--- src/verilog/zxuno_bus_pkg.sv ---
`default_nettype none

////////////////////////////////////////
// CPU side of the register block
////////////////////////////////////////

package zxuno_bus_pkg;

   // Z80 I/O bus widths
   localparam int BUS_AW = 16;
   localparam int BUS_DW = 8;

   // Indirect register file ports
   // Address port, selects register number
   localparam logic [BUS_AW-1:0] IO_ADDR_PORT = 16'hFC3B;
   // Data port, reaches selected register
   localparam logic [BUS_AW-1:0] IO_DATA_PORT = 16'hFD3B;

   // Value seen for registers that do not exist
   localparam logic [BUS_DW-1:0] IDLE_READ = 8'hFF;

endpackage

`default_nettype wire

--- src/verilog/zxuno_reg_pkg.sv ---
`default_nettype none

////////////////////////////////////////
// Register map
////////////////////////////////////////

package zxuno_reg_pkg;

   // Register numbers behind FD3B
   localparam logic [7:0] REG_MASTERCONF   = 8'h00;
   localparam logic [7:0] REG_MASTERMAPPER = 8'h01;
   localparam logic [7:0] REG_FLASHSPI     = 8'h02;
   localparam logic [7:0] REG_FLASHCS      = 8'h03;
   localparam logic [7:0] REG_SCANCODE     = 8'h04;

   // Master configuration bits
   // LOCK 0 0 TIMING ISSUE2 DISNMI ENDIV ENBOOT
   localparam int CFG_LOCK   = 7;
   localparam int CFG_TIMING = 4;
   localparam int CFG_ISSUE2 = 3;
   localparam int CFG_DISNMI = 2;
   localparam int CFG_ENDIV  = 1;
   localparam int CFG_ENBOOT = 0;

   // Boot ROM mapped in after reset
   localparam logic [7:0] CFG_RESET = 8'h01;

   // 16K bank number for the C000 window
   localparam int BANK_W = 5;

   // SPI clock half period, in system clocks
   localparam int SPI_DIV = 1;

endpackage

`default_nettype wire

--- src/verilog/zxuno_regsel.sv ---
`timescale 1ns/1ns
`default_nettype none

module zxuno_regsel (
   input  wire                              clk,
   input  wire                              rst,
   input  wire [zxuno_bus_pkg::BUS_AW-1:0]  a,
   input  wire                              iorq_n,
   input  wire                              rd_n,
   input  wire                              wr_n,
   input  wire [zxuno_bus_pkg::BUS_DW-1:0]  din,
   input  wire [7:0]                        mst_rdata,
   input  wire [7:0]                        spi_rdata,
   input  wire [7:0]                        kbd_rdata,
   output logic [zxuno_bus_pkg::BUS_DW-1:0] dout,
   output logic                             oe_n,
   output logic [7:0]                       reg_addr,
   output wire                              wr_stb,
   output wire                              rd_done
);
   import zxuno_bus_pkg::*;
   import zxuno_reg_pkg::*;

   // Port decode
   logic sel_addr;
   logic sel_data;
   // Data port access, current and last clock
   logic data_wr;
   logic data_rd;
   logic data_wr_q;
   logic data_rd_q;

   assign sel_addr = !iorq_n && (a == IO_ADDR_PORT);
   assign sel_data = !iorq_n && (a == IO_DATA_PORT);
   assign data_wr  = sel_data && !wr_n;
   assign data_rd  = sel_data && !rd_n;

   ////////////////////////////////////////
   // Register number latch
   ////////////////////////////////////////

   // Stored at the first edge of the write, later cycles rewrite same value
   always_ff @(posedge clk) begin
      if (rst) begin
         reg_addr <= 8'h00;
      end else if (sel_addr && !wr_n) begin
         reg_addr <= din;
      end
   end

   ////////////////////////////////////////
   // Strobes
   ////////////////////////////////////////

   always_ff @(posedge clk) begin
      if (rst) begin
         data_wr_q <= 1'b0;
         data_rd_q <= 1'b0;
      end else begin
         data_wr_q <= data_wr;
         data_rd_q <= data_rd;
      end
   end

   // Rising edge of write, one pulse per bus cycle however long
   assign wr_stb  = data_wr && !data_wr_q;
   // Falling edge of read, so side effects follow the read
   assign rd_done = data_rd_q && !data_rd;

   ////////////////////////////////////////
   // Read mux
   ////////////////////////////////////////

   always_comb begin
      dout = IDLE_READ;
      oe_n = 1'b1;
      if (sel_addr && !rd_n) begin
         // Read back selected register number
         dout = reg_addr;
         oe_n = 1'b0;
      end else if (data_rd) begin
         oe_n = 1'b0;
         case (reg_addr)
            REG_MASTERCONF, REG_MASTERMAPPER: dout = mst_rdata;
            REG_FLASHSPI, REG_FLASHCS:        dout = spi_rdata;
            REG_SCANCODE:                     dout = kbd_rdata;
            // Unimplemented numbers float high
            default:                          dout = IDLE_READ;
         endcase
      end
   end

   // A write pulse must never coincide with the end of a read
   a_no_stb_overlap: assert property (@(posedge clk) disable iff (rst)
      !(wr_stb && rd_done))
      else $error("wr_stb and rd_done high in the same cycle");

endmodule

`default_nettype wire

--- src/verilog/zxuno_master_regs.sv ---
`timescale 1ns/1ns
`default_nettype none

module zxuno_master_regs (
   input  wire                              clk,
   input  wire                              rst,
   input  wire [7:0]                        reg_addr,
   input  wire [7:0]                        din,
   input  wire                              wr_stb,
   output logic [7:0]                       mst_rdata,
   output wire                              cfg_timing,
   output wire                              cfg_issue2,
   output wire                              cfg_disnmi,
   output wire                              cfg_endiv,
   output wire                              cfg_enboot,
   output wire [zxuno_reg_pkg::BANK_W-1:0]  map_bank
);
   import zxuno_reg_pkg::*;

   // Register $00
   logic [7:0]        conf;
   // Register $01
   logic [BANK_W-1:0] bank;
   // Lock bit freezes both registers
   logic              locked;

   assign locked = conf[CFG_LOCK];

   ////////////////////////////////////////
   // Write side
   ////////////////////////////////////////

   always_ff @(posedge clk) begin
      if (rst) begin
         conf <= CFG_RESET;
         bank <= '0;
      end else if (wr_stb && !locked) begin
         if (reg_addr == REG_MASTERCONF) begin
            conf <= din;
         end
         // Only low bits of the bank number exist
         if (reg_addr == REG_MASTERMAPPER) begin
            bank <= din[BANK_W-1:0];
         end
      end
   end

   // Machine controls
   assign cfg_timing = conf[CFG_TIMING];
   assign cfg_issue2 = conf[CFG_ISSUE2];
   assign cfg_disnmi = conf[CFG_DISNMI];
   assign cfg_endiv  = conf[CFG_ENDIV];
   assign cfg_enboot = conf[CFG_ENBOOT];
   assign map_bank   = bank;

   // Read side, upper bank bits return zero
   always_comb begin
      if (reg_addr == REG_MASTERMAPPER) begin
         mst_rdata = {{(8 - BANK_W){1'b0}}, bank};
      end else begin
         mst_rdata = conf;
      end
   end

endmodule

`default_nettype wire

--- src/verilog/zxuno_spi_port.sv ---
`timescale 1ns/1ns
`default_nettype none

module zxuno_spi_port (
   input  wire        clk,
   input  wire        rst,
   input  wire [7:0]  reg_addr,
   input  wire [7:0]  din,
   input  wire        wr_stb,
   input  wire        flash_miso,
   output logic [7:0] spi_rdata,
   output logic       spi_busy,
   output wire        flash_cs_n,
   output logic       flash_sck,
   output wire        flash_mosi
);
   import zxuno_reg_pkg::*;

   // Clock divider
   logic [7:0] div_cnt;
   logic       tick;
   // Bits done in this byte
   logic [2:0] bit_cnt;
   // Out on MSB, in on LSB
   logic [7:0] shreg;
   // Register $03
   logic       cs_n;
   logic       start;

   // Writes while a byte is in flight are dropped
   assign start = wr_stb && (reg_addr == REG_FLASHSPI) && !spi_busy;
   assign tick  = (div_cnt == 8'(SPI_DIV - 1));

   ////////////////////////////////////////
   // Byte shifter, SPI mode 0
   ////////////////////////////////////////

   always_ff @(posedge clk) begin
      if (rst) begin
         spi_busy  <= 1'b0;
         flash_sck <= 1'b0;
         div_cnt   <= '0;
         bit_cnt   <= '0;
      end else if (start) begin
         spi_busy  <= 1'b1;
         flash_sck <= 1'b0;
         div_cnt   <= '0;
         bit_cnt   <= '0;
      end else if (spi_busy) begin
         if (tick) begin
            div_cnt   <= '0;
            flash_sck <= !flash_sck;
            // Falling edge ends a bit
            if (flash_sck) begin
               bit_cnt <= bit_cnt + 3'd1;
               if (bit_cnt == 3'd7) begin
                  spi_busy <= 1'b0;
               end
            end
         end else begin
            div_cnt <= div_cnt + 8'd1;
         end
      end
   end

   // Load on start, shift as SCK falls, MISO stable while SCK high
   always_ff @(posedge clk) begin
      if (start) begin
         shreg <= din;
      end else if (spi_busy && tick && flash_sck) begin
         shreg <= {shreg[6:0], flash_miso};
      end
   end

   assign flash_mosi = shreg[7];

   // Chip select, low selects the flash
   always_ff @(posedge clk) begin
      if (rst) begin
         cs_n <= 1'b1;
      end else if (wr_stb && (reg_addr == REG_FLASHCS)) begin
         cs_n <= din[0];
      end
   end

   assign flash_cs_n = cs_n;

   // $02 gives last received byte
   always_comb begin
      if (reg_addr == REG_FLASHCS) begin
         spi_rdata = {7'b0, cs_n};
      end else begin
         spi_rdata = shreg;
      end
   end

   // While a byte is in flight the shifter only moves on SCK falls
   a_no_load_busy: assert property (@(posedge clk) disable iff (rst)
      (spi_busy && !(tick && flash_sck)) |=> (shreg == $past(shreg)))
      else $error("SPI shift register loaded during a transfer");

endmodule

`default_nettype wire

--- src/verilog/zxuno_kbd_port.sv ---
`timescale 1ns/1ns
`default_nettype none

module zxuno_kbd_port (
   input  wire        clk,
   input  wire        rst,
   input  wire [7:0]  reg_addr,
   input  wire        rd_done,
   input  wire [7:0]  kbd_code,
   input  wire        kbd_valid,
   output wire [7:0]  kbd_rdata,
   output wire        kbd_ready
);
   import zxuno_reg_pkg::*;

   // Last scancode, held until CPU reads it
   logic [7:0] code;
   logic       full;

   // Keyboard stalls while a code waits
   assign kbd_ready = !full;

   always_ff @(posedge clk) begin
      if (rst) begin
         code <= 8'h00;
         full <= 1'b0;
      end else if (kbd_valid && kbd_ready) begin
         code <= kbd_code;
         full <= 1'b1;
      end else if (rd_done && (reg_addr == REG_SCANCODE)) begin
         // Read finished, room for the next one
         full <= 1'b0;
      end
   end

   assign kbd_rdata = code;

   // Stalled offer must be held unchanged
   a_code_stable: assert property (@(posedge clk) disable iff (rst)
      (kbd_valid && !kbd_ready) |=> (kbd_valid && $stable(kbd_code)))
      else $error("kbd_code changed while stalled");

endmodule

`default_nettype wire

--- src/verilog/zxuno_regs_top.sv ---
`timescale 1ns/1ns
`default_nettype none

module zxuno_regs_top (
   input  wire                              clk,
   input  wire                              rst,
   // CPU I/O bus
   input  wire [zxuno_bus_pkg::BUS_AW-1:0]  a,
   input  wire                              iorq_n,
   input  wire                              rd_n,
   input  wire                              wr_n,
   input  wire [zxuno_bus_pkg::BUS_DW-1:0]  din,
   output wire [zxuno_bus_pkg::BUS_DW-1:0]  dout,
   output wire                              oe_n,
   // Machine controls
   output wire                              cfg_timing,
   output wire                              cfg_issue2,
   output wire                              cfg_disnmi,
   output wire                              cfg_endiv,
   output wire                              cfg_enboot,
   output wire [zxuno_reg_pkg::BANK_W-1:0]  map_bank,
   // SPI flash
   input  wire                              flash_miso,
   output wire                              spi_busy,
   output wire                              flash_cs_n,
   output wire                              flash_sck,
   output wire                              flash_mosi,
   // Keyboard
   input  wire [7:0]                        kbd_code,
   input  wire                              kbd_valid,
   output wire                              kbd_ready
);

   wire [7:0] reg_addr;
   wire       wr_stb;
   wire       rd_done;
   // Read data back to the mux
   wire [7:0] mst_rdata;
   wire [7:0] spi_rdata;
   wire [7:0] kbd_rdata;

   zxuno_regsel u_regsel (
      .clk(clk), .rst(rst), .a(a), .iorq_n(iorq_n), .rd_n(rd_n), .wr_n(wr_n),
      .din(din), .mst_rdata(mst_rdata), .spi_rdata(spi_rdata),
      .kbd_rdata(kbd_rdata), .dout(dout), .oe_n(oe_n), .reg_addr(reg_addr),
      .wr_stb(wr_stb), .rd_done(rd_done)
   );

   zxuno_master_regs u_master (
      .clk(clk), .rst(rst), .reg_addr(reg_addr), .din(din), .wr_stb(wr_stb),
      .mst_rdata(mst_rdata), .cfg_timing(cfg_timing), .cfg_issue2(cfg_issue2),
      .cfg_disnmi(cfg_disnmi), .cfg_endiv(cfg_endiv), .cfg_enboot(cfg_enboot),
      .map_bank(map_bank)
   );

   zxuno_spi_port u_spi (
      .clk(clk), .rst(rst), .reg_addr(reg_addr), .din(din), .wr_stb(wr_stb),
      .flash_miso(flash_miso), .spi_rdata(spi_rdata), .spi_busy(spi_busy),
      .flash_cs_n(flash_cs_n), .flash_sck(flash_sck), .flash_mosi(flash_mosi)
   );

   zxuno_kbd_port u_kbd (
      .clk(clk), .rst(rst), .reg_addr(reg_addr), .rd_done(rd_done),
      .kbd_code(kbd_code), .kbd_valid(kbd_valid), .kbd_rdata(kbd_rdata),
      .kbd_ready(kbd_ready)
   );

endmodule

`default_nettype wire

--- config.mk ---
export PLATFORM = sky130hd
export DESIGN_NAME = zxuno_regs_top
export DESIGN_NICKNAME = d
export VERILOG_FILES = /design/src/verilog/zxuno_bus_pkg.sv /design/src/verilog/zxuno_reg_pkg.sv /design/src/verilog/zxuno_regsel.sv /design/src/verilog/zxuno_master_regs.sv /design/src/verilog/zxuno_spi_port.sv /design/src/verilog/zxuno_kbd_port.sv /design/src/verilog/zxuno_regs_top.sv
export SDC_FILE = /design/constraint.sdc
export NUM_CORES = 1
export LEC_CHECK = 0
export BUFFER_PORTS_ARGS = -buffer_cell sky130_fd_sc_hd__buf_2
export CAP_MARGIN = 15
export CORE_UTILIZATION = 59
export DETAILED_ROUTE_END_ITERATION = 10
export PLACE_DENSITY = 0.92
export REMOVE_ABC_BUFFERS = 1
export SETUP_SLACK_MARGIN = 0.15
export SLEW_MARGIN = 20
export SYNTH_ARGS = -nofsm -noshare
export SYNTH_HDL_FRONTEND = slang
export SYNTH_HIERARCHICAL = 1
export SYNTH_SLANG_ARGS = --single-unit
--- constraint.sdc ---
create_clock -name clk -period 4.45 [get_ports clk]
set_clock_uncertainty 0.1 [all_clocks]
set_input_delay 0.89 -clock clk [delete_from_list [all_inputs] [get_ports clk]]
set_output_delay 0.89 -clock clk [all_outputs]
set_load 0.05 [all_outputs]
==> results.py, run 1 <==
metrics = {
    "power": {
        "p_total_uw": 902,
        "p_leak_nw": 1.34,
        "ir_drop_v": 0.000154,
        "power_density_nw_per_um2": 260,
    },
    "logic_synthesis": {
        "ys_types": 66,
        "synth-edff-count": 8,
        "yosysWarnings": 6,
        "syn_avg_cell_area_sq_um": 10.0,
        "synth_cells": 305,
        "ys_ff_latch": 54,
        "async_reset_ff_frac": 0,
        "netlist_area_sq_um": 3050,
        "seq_area_frac_synth": 0.380,
        "synth_top_flop_cell": "dfxtp_1",
    },
    "clock_network": {
        "clockBufferDepth": 2,
        "cts_tree": "yes",
        "cts.sinks": 54,
        "cts_hold_buf": 0,
        "cts-root-buf": "clkbuf_8",
        "cts-resized-gates": 0,
        "htreeDepth": 2,
        "worstSkewPairLatency_ns": 0.31,
        "cts_buffers": 5,
        "postCtsSetupRepairBufs": 0,
        "path_clk_slew_ns": 0.10,
    },
    "critical_path": {
        "timing.rr.start": "u_regsel/data_wr_q",
        "crit_type": "flop to output pin",
        "reg2reg_depth": 4,
        "required_ns": 3.46,
        "reg2reg_slack_ns": 1.95,
        "path_max_fanout": 10,
        "worst_ep_arrival_time_ns": 2.92,
        "end_kind": "output pin",
        "cp-startpoint": "u_regsel/reg_addr[1]",
        "worstSetupStartpointType": "flop",
        "r2r_end": "u_master/conf[1]",
    },
    "sta": {
        "rsz0062_at_grt": "no",
        "max_freq_mhz": 256,
        "min_period_over_period": 0.878,
        "finalSetupViolations": 0,
        "setup_tns_ns": 0,
        "drv_slew": 0,
        "min_period_ns": 3.91,
        "slew_headroom": 0.304,
        "worstMarginPinSlew_ns": 1.04,
        "hold_violations": 0,
        "hold_ws_ns": 0.381,
    },
    "place": {
        "dp_hpwl_mm": 5.42,
        "place_congestion": 0.919,
        "port_buffers": 62,
        "dp_cells": 416,
    },
    "cells_and_area": {
        "post-route-util": 0.716,
        "instances_no_fill": 424,
        "drive_above_1_share": 0.300,
        "n_antenna_cell": 0,
        "fin_nets": 399,
        "area_growth_pct": 13.8,
    },
    "floorplanning": {
        "dieHeight_microns": 73.9,
        "ios": 63,
        "rows": 25,
        "fp.dieW_microns": 73.9,
        "die-area_sq_um": 5470,
        "start_util": 0.630,
        "coreArea_sq_um": 4850,
    },
    "route": {
        "dr.first_iter.drc_count": 156,
        "drtPass1Iterations": 5,
        "via_per_inst": 6.29,
        "wl_mm": 7.50,
        "wl_per_cell_microns": 17.7,
        "num_vias": 2668,
        "ant_nets": 0,
        "drc": 0,
    },
    "global_routing": {
        "antenna_found_initial": 0,
        "grtUsageTotal": 0.288,
        "grt_pass1_vias": 2440,
        "overflow": 0,
        "grt_max_degree": 42,
        "grt_pass1_wl_mm": 12.0,
    },
    "hold_path": {
        "min_to": "u_spi/bit_cnt[2]",
        "min_path_type": "flop to flop",
        "min_path_cells": 2,
        "hp-start": "u_spi/bit_cnt[2]",
    },
    "job": {
        "drv_cap": 0,
    },
    "run_status": {
        "status": "finished clean",
    },
}
==> cells by family after synthesis <==
kind of cell / share of synthesized area
compound gates: 0.177
simple gates: 0.272
flops: 0.380
xor+xnor: 0.00861
fa+ha+maj: 0.0164
buf+inv: 0.0389
mux: 0.107
==> through the flow <==
| stage | setup WS (ns) | instance area, sq um |
|---|---|---|
| 2_1_floorplan | 0.986 | 2950 |
| 3_3_place_gp | 0.812 | 3350 |
| 3_5_place_dp | 0.584 | 3350 |
| 4_1_cts | 0.567 | 3470 |
| 5_1_grt | 0.391 | 3470 |
| 6_report | 0.544 | 3470 |
==> area by class of cell <==
class,instances,area [sq um]
clock buffer,6,82.6
clock inverter,2,38.8
fill,349,1380
inverter,5,18.8
multi-input combinational,228,1780
sequential,54,1160
tap,67,83.8
timing repair buffer,62,310
==> placed cells by master (no fill, tap or decap), types with 3 or more instances in the layout <==
cell type and n:
ha_1 4, buf_2 62, o21ai_0 12, nor2b_1 4, mux2_4 5, a2bb2oi_1 7, nor3_1 8, nand4_1 11
and4_1 4, dfxtp_1 46, and2_1 10, mux2i_1 15, nand2_1 5, a21oi_1 20, clkbuf_8 6, inv_1 5
edfxtp_1 8, nand2b_1 11, or3_1 3, nand3_1 10, a22oi_1 7, a22o_1 9, mux2_2 9, o31ai_1 10
nor2_1 15
==> layer usage <==
layer	vias up	GRT usage	wire length, microns
met2	136	0.474	3680
met1	1244	0.385	3110
met3	16	0.0393	571
met5	-	0	0
met4	0	0.113	137
li1	1272	-	-
==> cell usage after synthesis, types with 5 or more instances <==
library cell,instances,area [sq um]
o21ai_0,12,60.1
o31ai_1,11,82.6
mux2i_1,15,150
nor3_1,8,40.0
buf_2,5,25.0
nand2_1,5,18.8
mux2_4,5,75.1
a22o_1,9,78.8
nor2_1,15,56.3
and2_1,10,62.6
a2bb2oi_1,7,61.3
nand4_1,11,68.8
dfxtp_1,46,921
nand2b_1,11,68.8
a21oi_1,20,100
clkbuf_1,6,22.5
nand3_1,10,50.1
edfxtp_1,8,240
inv_1,5,18.8
mux2_2,9,101
a22oi_1,7,52.6
==> state kept, by name (all words and copies together), names as in the netlist, 3 cells and up <==
| name | count |
|---|---|
| u_master/map_bank | 5 |
| u_spi/shreg | 8 |
| u_spi/bit_cnt | 3 |
| u_regsel/reg_addr | 8 |
| u_kbd/kbd_rdata | 8 |
| u_master/conf | 8 |
| u_spi/div_cnt | 8 |
==> critical path, cell delays in order (launching register included) <==
cell	delay, ns
dfxtp_1	0.58
nor4b_4	0.44
nand3_1	0.30
mux2_2	0.37
a22o_1	0.23
a22o_1	0.19
o32a_1	0.29
buf_2	0.21
==> worst max path at each step <==
stage                       end  depth (start not counted)
2_1_floorplan           dout[1]                          4
3_3_place_gp   u_master/conf[5]                          8
3_5_place_dp   u_master/conf[3]                          8
4_1_cts                 dout[0]                          7
5_1_grt                 dout[0]                          7
6_report                dout[0]                          7
==> where the power goes <==
part | internal, mW | switching [mW]
registers | 0.498 | 0.00342
logic | 0.0232 | 0.0291
clock network | 0.185 | 0.163
total | 0.706 | 0.196
Power figures use the tool's default switching activity.
==> run 2, diff against run 1 <==
--- a/config.mk
+++ b/config.mk
@@ -7,7 +7,7 @@
 export LEC_CHECK = 0
 export BUFFER_PORTS_ARGS = -buffer_cell sky130_fd_sc_hd__buf_2
 export CAP_MARGIN = 15
-export CORE_UTILIZATION = 59
+export CORE_UTILIZATION = 58
 export DETAILED_ROUTE_END_ITERATION = 10
 export PLACE_DENSITY = 0.92
 export REMOVE_ABC_BUFFERS = 1
@@ -15,5 +15,4 @@
 export SLEW_MARGIN = 20
 export SYNTH_ARGS = -nofsm -noshare
 export SYNTH_HDL_FRONTEND = slang
-export SYNTH_HIERARCHICAL = 1
 export SYNTH_SLANG_ARGS = --single-unit
==> run 2 against run 1 <==
Compared with the run above:
- die area shrank 4.8%
- count of clock-buffer cells in the layout unchanged
- sequential share of layout area rose by 1.9 points
- power down 5.4%
- global-route usage increased by 1.1 points
- register-to-register slack lost 0.31 ns
- clock power decreased by 17%
- largest cell class unchanged
- synthesized cell count is 2.3% higher
==> results.py, run 2 <==
metrics = {
    "floorplanning": {
        "ios": 63,
        "die-area_sq_um": 5200,
        "fp.dieW_microns": 72.1,
        "start_util": 0.604,
        "dieHeight_microns": 72.1,
        "rows": 25,
        "coreArea_sq_um": 4720,
    },
    "clock_network": {
        "postCtsSetupRepairBufs": 0,
        "cts_tree": "yes",
        "htreeDepth": 2,
        "cts_buffers": 5,
        "cts-root-buf": "clkbuf_8",
        "cts-resized-gates": 0,
        "worstSkewPairLatency_ns": 0.32,
        "path_clk_slew_ns": 0.10,
        "cts.sinks": 54,
        "cts_hold_buf": 0,
        "clockBufferDepth": 2,
    },
    "hold_path": {
        "min_path_type": "flop to flop",
    },
    "logic_synthesis": {
        "synth_cells": 312,
        "syn_avg_cell_area_sq_um": 9.15,
        "synth-simple-area-share": 0.273,
        "yosys.area_share.adder": 0.0175,
        "yosys-top-cells-area": "dfxtp_1 (32%), edfxtp_1 (8.4%), mux2i_1 (6.7%)",
        "synth-edff-count": 8,
        "yosysTopAreaCellShare": 0.323,
        "seq_area_frac_synth": 0.407,
        "async_reset_ff_frac": 0,
        "ys_ff_latch": 54,
        "yosysMostFrequentCell": "dfxtp_1",
        "yosys.area_share.xor_xnor": 0.0276,
        "yosysWarnings": 0,
        "synthTopCellsByCount": "dfxtp_1 (46), nor2_1 (37), o21ai_0 (22), a21oi_1 (20), nand4_1 (20)",
        "synth_top_flop_cell": "dfxtp_1",
        "synth_top_family_by_area": "simple AND/OR/NAND/NOR gates",
        "synth_compound_area_frac": 0.139,
        "netlist_area_sq_um": 2850,
        "yosysTopAreaCell": "dfxtp_1",
        "ys_types": 50,
        "synth.mux.area_fraction": 0.106,
    },
    "run_status": {
        "status": "finished clean",
    },
    "power": {
        "p_total_uw": 854,
        "ir_drop_v": 0.000182,
        "p_leak_nw": 1.26,
        "power_density_nw_per_um2": 259,
    },
    "critical_path": {
        "crit_chain": "buf_2 -> or4b_4 -> nor4_2 -> and2b_1 -> o21ai_1 -> buf_2",
        "cp_slowest_cell": "or4b_4",
        "required_ns": 3.46,
        "end_kind": "output pin",
        "path_max_fanout": 9,
        "cpPeakStageDelay_ns": 0.57,
        "crit_type": "input pin to output pin",
        "crit_top_cell": "buf_2",
        "worst_ep_arrival_time_ns": 2.63,
        "worstSetupStartpointType": "input pin",
    },
    "sta": {
        "drv_slew": 0,
        "max_freq_mhz": 276,
        "setup_tns_ns": 0,
        "hold_ws_ns": 0.371,
        "slew_headroom": 0.362,
        "finalSetupViolations": 0,
        "worstMarginPinSlew_ns": 0.955,
        "hold_violations": 0,
        "min_period_ns": 3.62,
        "rsz0062_at_grt": "no",
        "setup_ws_ns": 0.829,
        "min_period_over_period": 0.814,
    },
    "place": {
        "dp_cells": 426,
        "place_congestion": 0.879,
        "post-place-ws_ns": 0.869,
        "port_buffers": 62,
        "dp_hpwl_mm": 5.35,
    },
    "route": {
        "wl_mm": 7.52,
        "ant_nets": 0,
        "drtPass1Iterations": 5,
        "via_per_inst": 6.37,
        "dr.first_iter.drc_count": 305,
        "num_vias": 2766,
        "drc": 0,
        "wl_per_cell_microns": 17.3,
    },
    "job": {
        "drv_cap": 0,
    },
    "global_routing": {
        "grtUsageTotal": 0.299,
        "grt_pass1_vias": 2471,
        "overflow": 0,
        "grt_max_degree": 42,
        "antenna_found_initial": 0,
        "grt_pass1_wl_mm": 12.0,
    },
    "cells_and_area": {
        "area_growth_pct": 15.3,
        "n_antenna_cell": 0,
        "nFillCells": 349,
        "drive_above_1_share": 0.226,
        "final_common_cell": "buf_2",
        "final_cell_mix": "buf_2 (62), dfxtp_1 (46), nor2_1 (37)",
        "instances_no_fill": 434,
        "fin_nets": 409,
    },
}
## run 2: cell types whose count changed after synthesis, moves of 7 or more
cell,delta
a22oi_1,-7
a2bb2oi_1,-7
and2_1,-9
clkbuf_1,+7
mux2_1,+8
mux2_2,-9
nand2b_1,-11
nand4_1,+9
nor2_1,+22
nor3_1,+7
o21ai_0,+10
o21ai_1,+9
o31ai_1,-11
## run 2: metrics by stage
stage | utilization | cell area, sq um
after CTS | 0.697 | 3290
final | 0.697 | 3290
after detailed placement | 0.677 | 3200
after global placement | 0.677 | 3200
after floorplan | - | 2790
after global routing | 0.697 | 3290
## run 2: path summary, 6_finish.rpt
kind / slack, ns / start / end / depth (start not counted)
max: 0.83 / a[7] / dout[1] / 6
min reg2reg: 0.37 / u_regsel.data_rd_q / u_kbd.full / 1
max reg2reg: 1.64 / u_regsel.reg_addr[1] / u_spi.shreg[1] / 4
min: 0.37 / u_regsel.data_rd_q / u_kbd.full / 1
## run 2: where the power goes
group          leakage (nW)  internal (mW)  switching, mW
logic                 0.768         0.0258         0.0392
registers             0.444          0.498        0.00283
clock network        0.0515          0.126          0.162
total                  1.26          0.650          0.204
## run 2: cells by family (layout without fill, tap and decap cells)
| family | count (synthesis) | count (layout) |
|---|---|---|
| compound gates | 68 | 68 |
| xor+xnor | 9 | 9 |
| fa+ha+maj | 4 | 4 |
| buf+inv | 22 | 77 |
| flops | 54 | 54 |
| mux | 28 | 28 |
| simple gates | 127 | 127 |
## run 2: final cells by class
cell class                 count  area, sq um  area share
timing repair buffer          64          325      0.0989
sequential                    54         1160       0.353
tap                           67         83.8      0.0255
clock inverter                 2         11.3     0.00342
clock buffer                   6         82.6      0.0251
multi-input combinational    236         1610       0.489
inverter                       5         18.8     0.00570
## run 2: worst max-delay path, delay by kind of cell
kind,cells,cell delay [ns]
and+or+nand+nor,3,1.22
buffers and inverters,2,0.36
AOI/OAI and AO/OA,1,0.16
## run 2: metal layers
layer / track usage / part of all wire / up-vias
met5: 0 / 0 / -
met4: 0.115 / 0.021 / 0
met3: 0.0528 / 0.10 / 20
met2: 0.479 / 0.48 / 174
met1: 0.405 / 0.40 / 1289
li1: - / - / 1283
==> run 3, diff against run 2 <==
--- a/config.mk
+++ b/config.mk
@@ -5,11 +5,12 @@
 export SDC_FILE = /design/constraint.sdc
 export NUM_CORES = 1
 export LEC_CHECK = 0
+export ABC_AREA = 1
 export BUFFER_PORTS_ARGS = -buffer_cell sky130_fd_sc_hd__buf_2
 export CAP_MARGIN = 15
-export CORE_UTILIZATION = 58
+export CORE_UTILIZATION = 49
 export DETAILED_ROUTE_END_ITERATION = 10
-export PLACE_DENSITY = 0.92
+export PLACE_DENSITY = 0.83
 export REMOVE_ABC_BUFFERS = 1
 export SETUP_SLACK_MARGIN = 0.15
 export SLEW_MARGIN = 20
==> constraint.sdc (replaced) <==
create_clock -name clk -period 2.92 [get_ports clk]
set_clock_uncertainty 0.1 [all_clocks]
set_input_delay 0.584 -clock clk [delete_from_list [all_inputs] [get_ports clk]]
set_output_delay 0.584 -clock clk [all_outputs]
set_load 0.05 [all_outputs]
==> run 3 against run 2 <==
Compared with the run above:
- register-to-register slack got worse by 0.80 ns
- worst hold slack got worse by 0.0025 ns
- largest cell class unchanged
- non-clock buffer count rose by 11
- first-iteration DRC count fell by 16%
- critical path depth rose by 3
- final area rose by 8.1%
- utilization fell by 6.6 points
- flip-flop and latch count did not move
==> results.py, run 3 <==
metrics = {
    "logic_synthesis": {
        "syn_avg_cell_area_sq_um": 7.16,
        "synth_top_flop_cell": "dfxtp_1",
        "yosysMostFrequentCell": "nand2_1",
        "synth-edff-count": 8,
        "yosysWarnings": 0,
        "netlist_area_sq_um": 2940,
        "yosysTopAreaCellShare": 0.314,
        "synthTopCellsByCount": "nand2_1 (86), nor2_1 (64), inv_1 (57), dfxtp_1 (46), nand3_1 (36)",
        "ys_types": 34,
        "yosys-top-cells-area": "dfxtp_1 (31%), nand2_1 (11%), edfxtp_1 (8.2%)",
        "async_reset_ff_frac": 0,
        "yosysTopAreaCell": "dfxtp_1",
        "synth_cells": 410,
        "seq_area_frac_synth": 0.396,
        "ys_ff_latch": 54,
    },
    "cells_and_area": {
        "fin_nets": 527,
        "area_growth_pct": 21.1,
        "fin_area_sq_um": 3560,
        "final_cell_mix": "nand2_1 (86), nor2_1 (61), inv_1 (57)",
        "n_antenna_cell": 0,
        "drive_above_1_share": 0.264,
        "instances_no_fill": 557,
        "final_common_cell": "nand2_1",
    },
    "global_routing": {
        "grt_pass1_wl_mm": 11.7,
        "grt_max_degree": 22,
        "overflow": 0,
        "antenna_found_initial": 0,
        "grtUsageTotal": 0.240,
        "grt_pass1_vias": 2716,
    },
    "route": {
        "via_per_inst": 5.23,
        "drtPass1Iterations": 4,
        "wl_mm": 7.31,
        "wl_per_cell_microns": 13.1,
        "met3_wirelength_microns": 504,
        "ant_nets": 0,
        "dr.first_iter.drc_count": 256,
        "drt-met1-wl_mm": 3.08,
        "routed.top_layer": "met4",
        "num_vias": 2915,
        "dr_wl_met2_mm": 3.53,
        "drc": 0,
    },
    "clock_network": {
        "cts_hold_buf": 0,
        "cts.sinks": 54,
        "cts_buffers": 5,
        "cts_tree": "yes",
        "worstSkewPairLatency_ns": 0.32,
        "clockBufferDepth": 2,
        "htreeDepth": 2,
        "cts-root-buf": "clkbuf_8",
        "path_clk_slew_ns": 0.10,
    },
    "sta": {
        "hold_violations": 0,
        "drv_slew": 0,
        "finalSetupViolations": 0,
        "min_period_ns": 2.70,
        "max_freq_mhz": 370,
        "rsz0062_at_grt": "no",
        "worstMarginPinSlew_ns": 0.744,
        "slew_headroom": 0.503,
        "min_period_over_period": 0.926,
        "setup_tns_ns": 0,
    },
    "place": {
        "placedInstanceArea_sq_um": 3300,
        "dp_hpwl_mm": 5.25,
        "place_congestion": 0.879,
        "dp_cells": 538,
        "port_buffers": 62,
    },
    "floorplanning": {
        "rows": 27,
        "die-area_sq_um": 6300,
        "dieHeight_microns": 79.4,
        "start_util": 0.520,
        "fp.dieW_microns": 79.4,
        "ios": 63,
        "coreArea_sq_um": 5640,
    },
    "run_status": {
        "status": "finished clean",
    },
    "critical_path": {
        "worstSetupStartpointType": "flop",
        "end_kind": "output pin",
        "crit_type": "flop to output pin",
        "worst_ep_arrival_time_ns": 2.02,
        "required_ns": 2.24,
        "path_max_fanout": 6,
    },
    "power": {
        "p_leak_nw": 1.63,
        "ir_drop_v": 0.000261,
        "p_total_mw": 1.41,
        "power_density_nw_per_um2": 398,
    },
    "job": {
        "drv_cap": 0,
    },
    "hold_path": {
        "min_path_type": "input pin to flop",
    },
}
run 3: cell types whose count changed after synthesis, sizes merged, moves of 8 or more:
cell    previous run  this run
mux2i             19         0
nor3              15         7
nor2              37        74
nand3             11        38
nand2              9        93
mux2               8         0
clkbuf            13         2
inv                5        63
nand4             21        10
run 3: cell families after synthesis:
| logic type | Yosys count | synth area share |
|---|---|---|
| AO/OA/AOI/OAI | 46 | 0.0895 |
| XOR/XNOR | 7 | 0.0209 |
| adder cells (fa/ha/maj) | 4 | 0.0171 |
| buffers and inverters | 73 | 0.103 |
| flip-flops | 54 | 0.396 |
| AND/OR/NAND/NOR | 226 | 0.374 |
run 3: routing by layer:
metal,vias to the layer above,track usage
met1,1331,0.269
met5,-,0
met2,122,0.434
met3,20,0.0480
li1,1442,-
met4,0,0.113
run 3: worst paths after layout:
| check | start | to | slack, ns | cells after the start |
|---|---|---|---|---|
| min | rd_n | u_regsel.data_rd_q | 0.37 | 2 |
| min reg2reg | u_spi.bit_cnt[1] | u_spi.bit_cnt[1] | 0.37 | 2 |
| max | u_regsel.reg_addr[2] | dout[0] | 0.22 | 9 |
| max reg2reg | u_regsel.reg_addr[5] | u_spi.shreg[1] | 0.84 | 8 |
run 3: repair_timing:
| item | 4_1_cts | 5_1_grt |
|---|---|---|
| buffers inserted | 3 | 7 |
| pin swaps | 1 | 3 |
| gates resized for setup | 1 | 19 |
| gates cloned | 0 | 1 |
| endpoints found under the setup margin | 5 | 8 |
run 3: cell type report:
cell class	instances	area [sq um]
clock buffer	6	93.8
clock inverter	2	33.8
fill	512	2090
inverter	64	245
multi-input combinational	284	1510
sequential	54	1160
tap	72	90.1
timing repair buffer	75	423
run 3: critical path: stages, from the launching register on:
cell and delay, ns:
dfxtp_1 0.36, nor2_4 0.23, nand4_4 0.19, nor2_4 0.21, buf_4 0.14, nand2_1 0.04
nand2_1 0.05, nor2_1 0.06, a21oi_1 0.19, buf_4 0.23
run 3: report_power, final:
group	switching (mW)	total, mW	internal (mW)
clock	0.248	0.553	0.305
combinational	0.0567	0.0933	0.0366
sequential	0.00590	0.768	0.762
total	0.311	1.41	1.10
run 3: through the flow:
step	hold slack (ns)	util	setup slack, ns
after detailed placement	0.359	0.584	0.217
after CTS	0.353	0.611	0.164
after floorplan	0.343	-	0.212
after global placement	0.352	0.584	0.280
after global routing	0.375	0.630	0.142
final	0.368	0.630	0.217
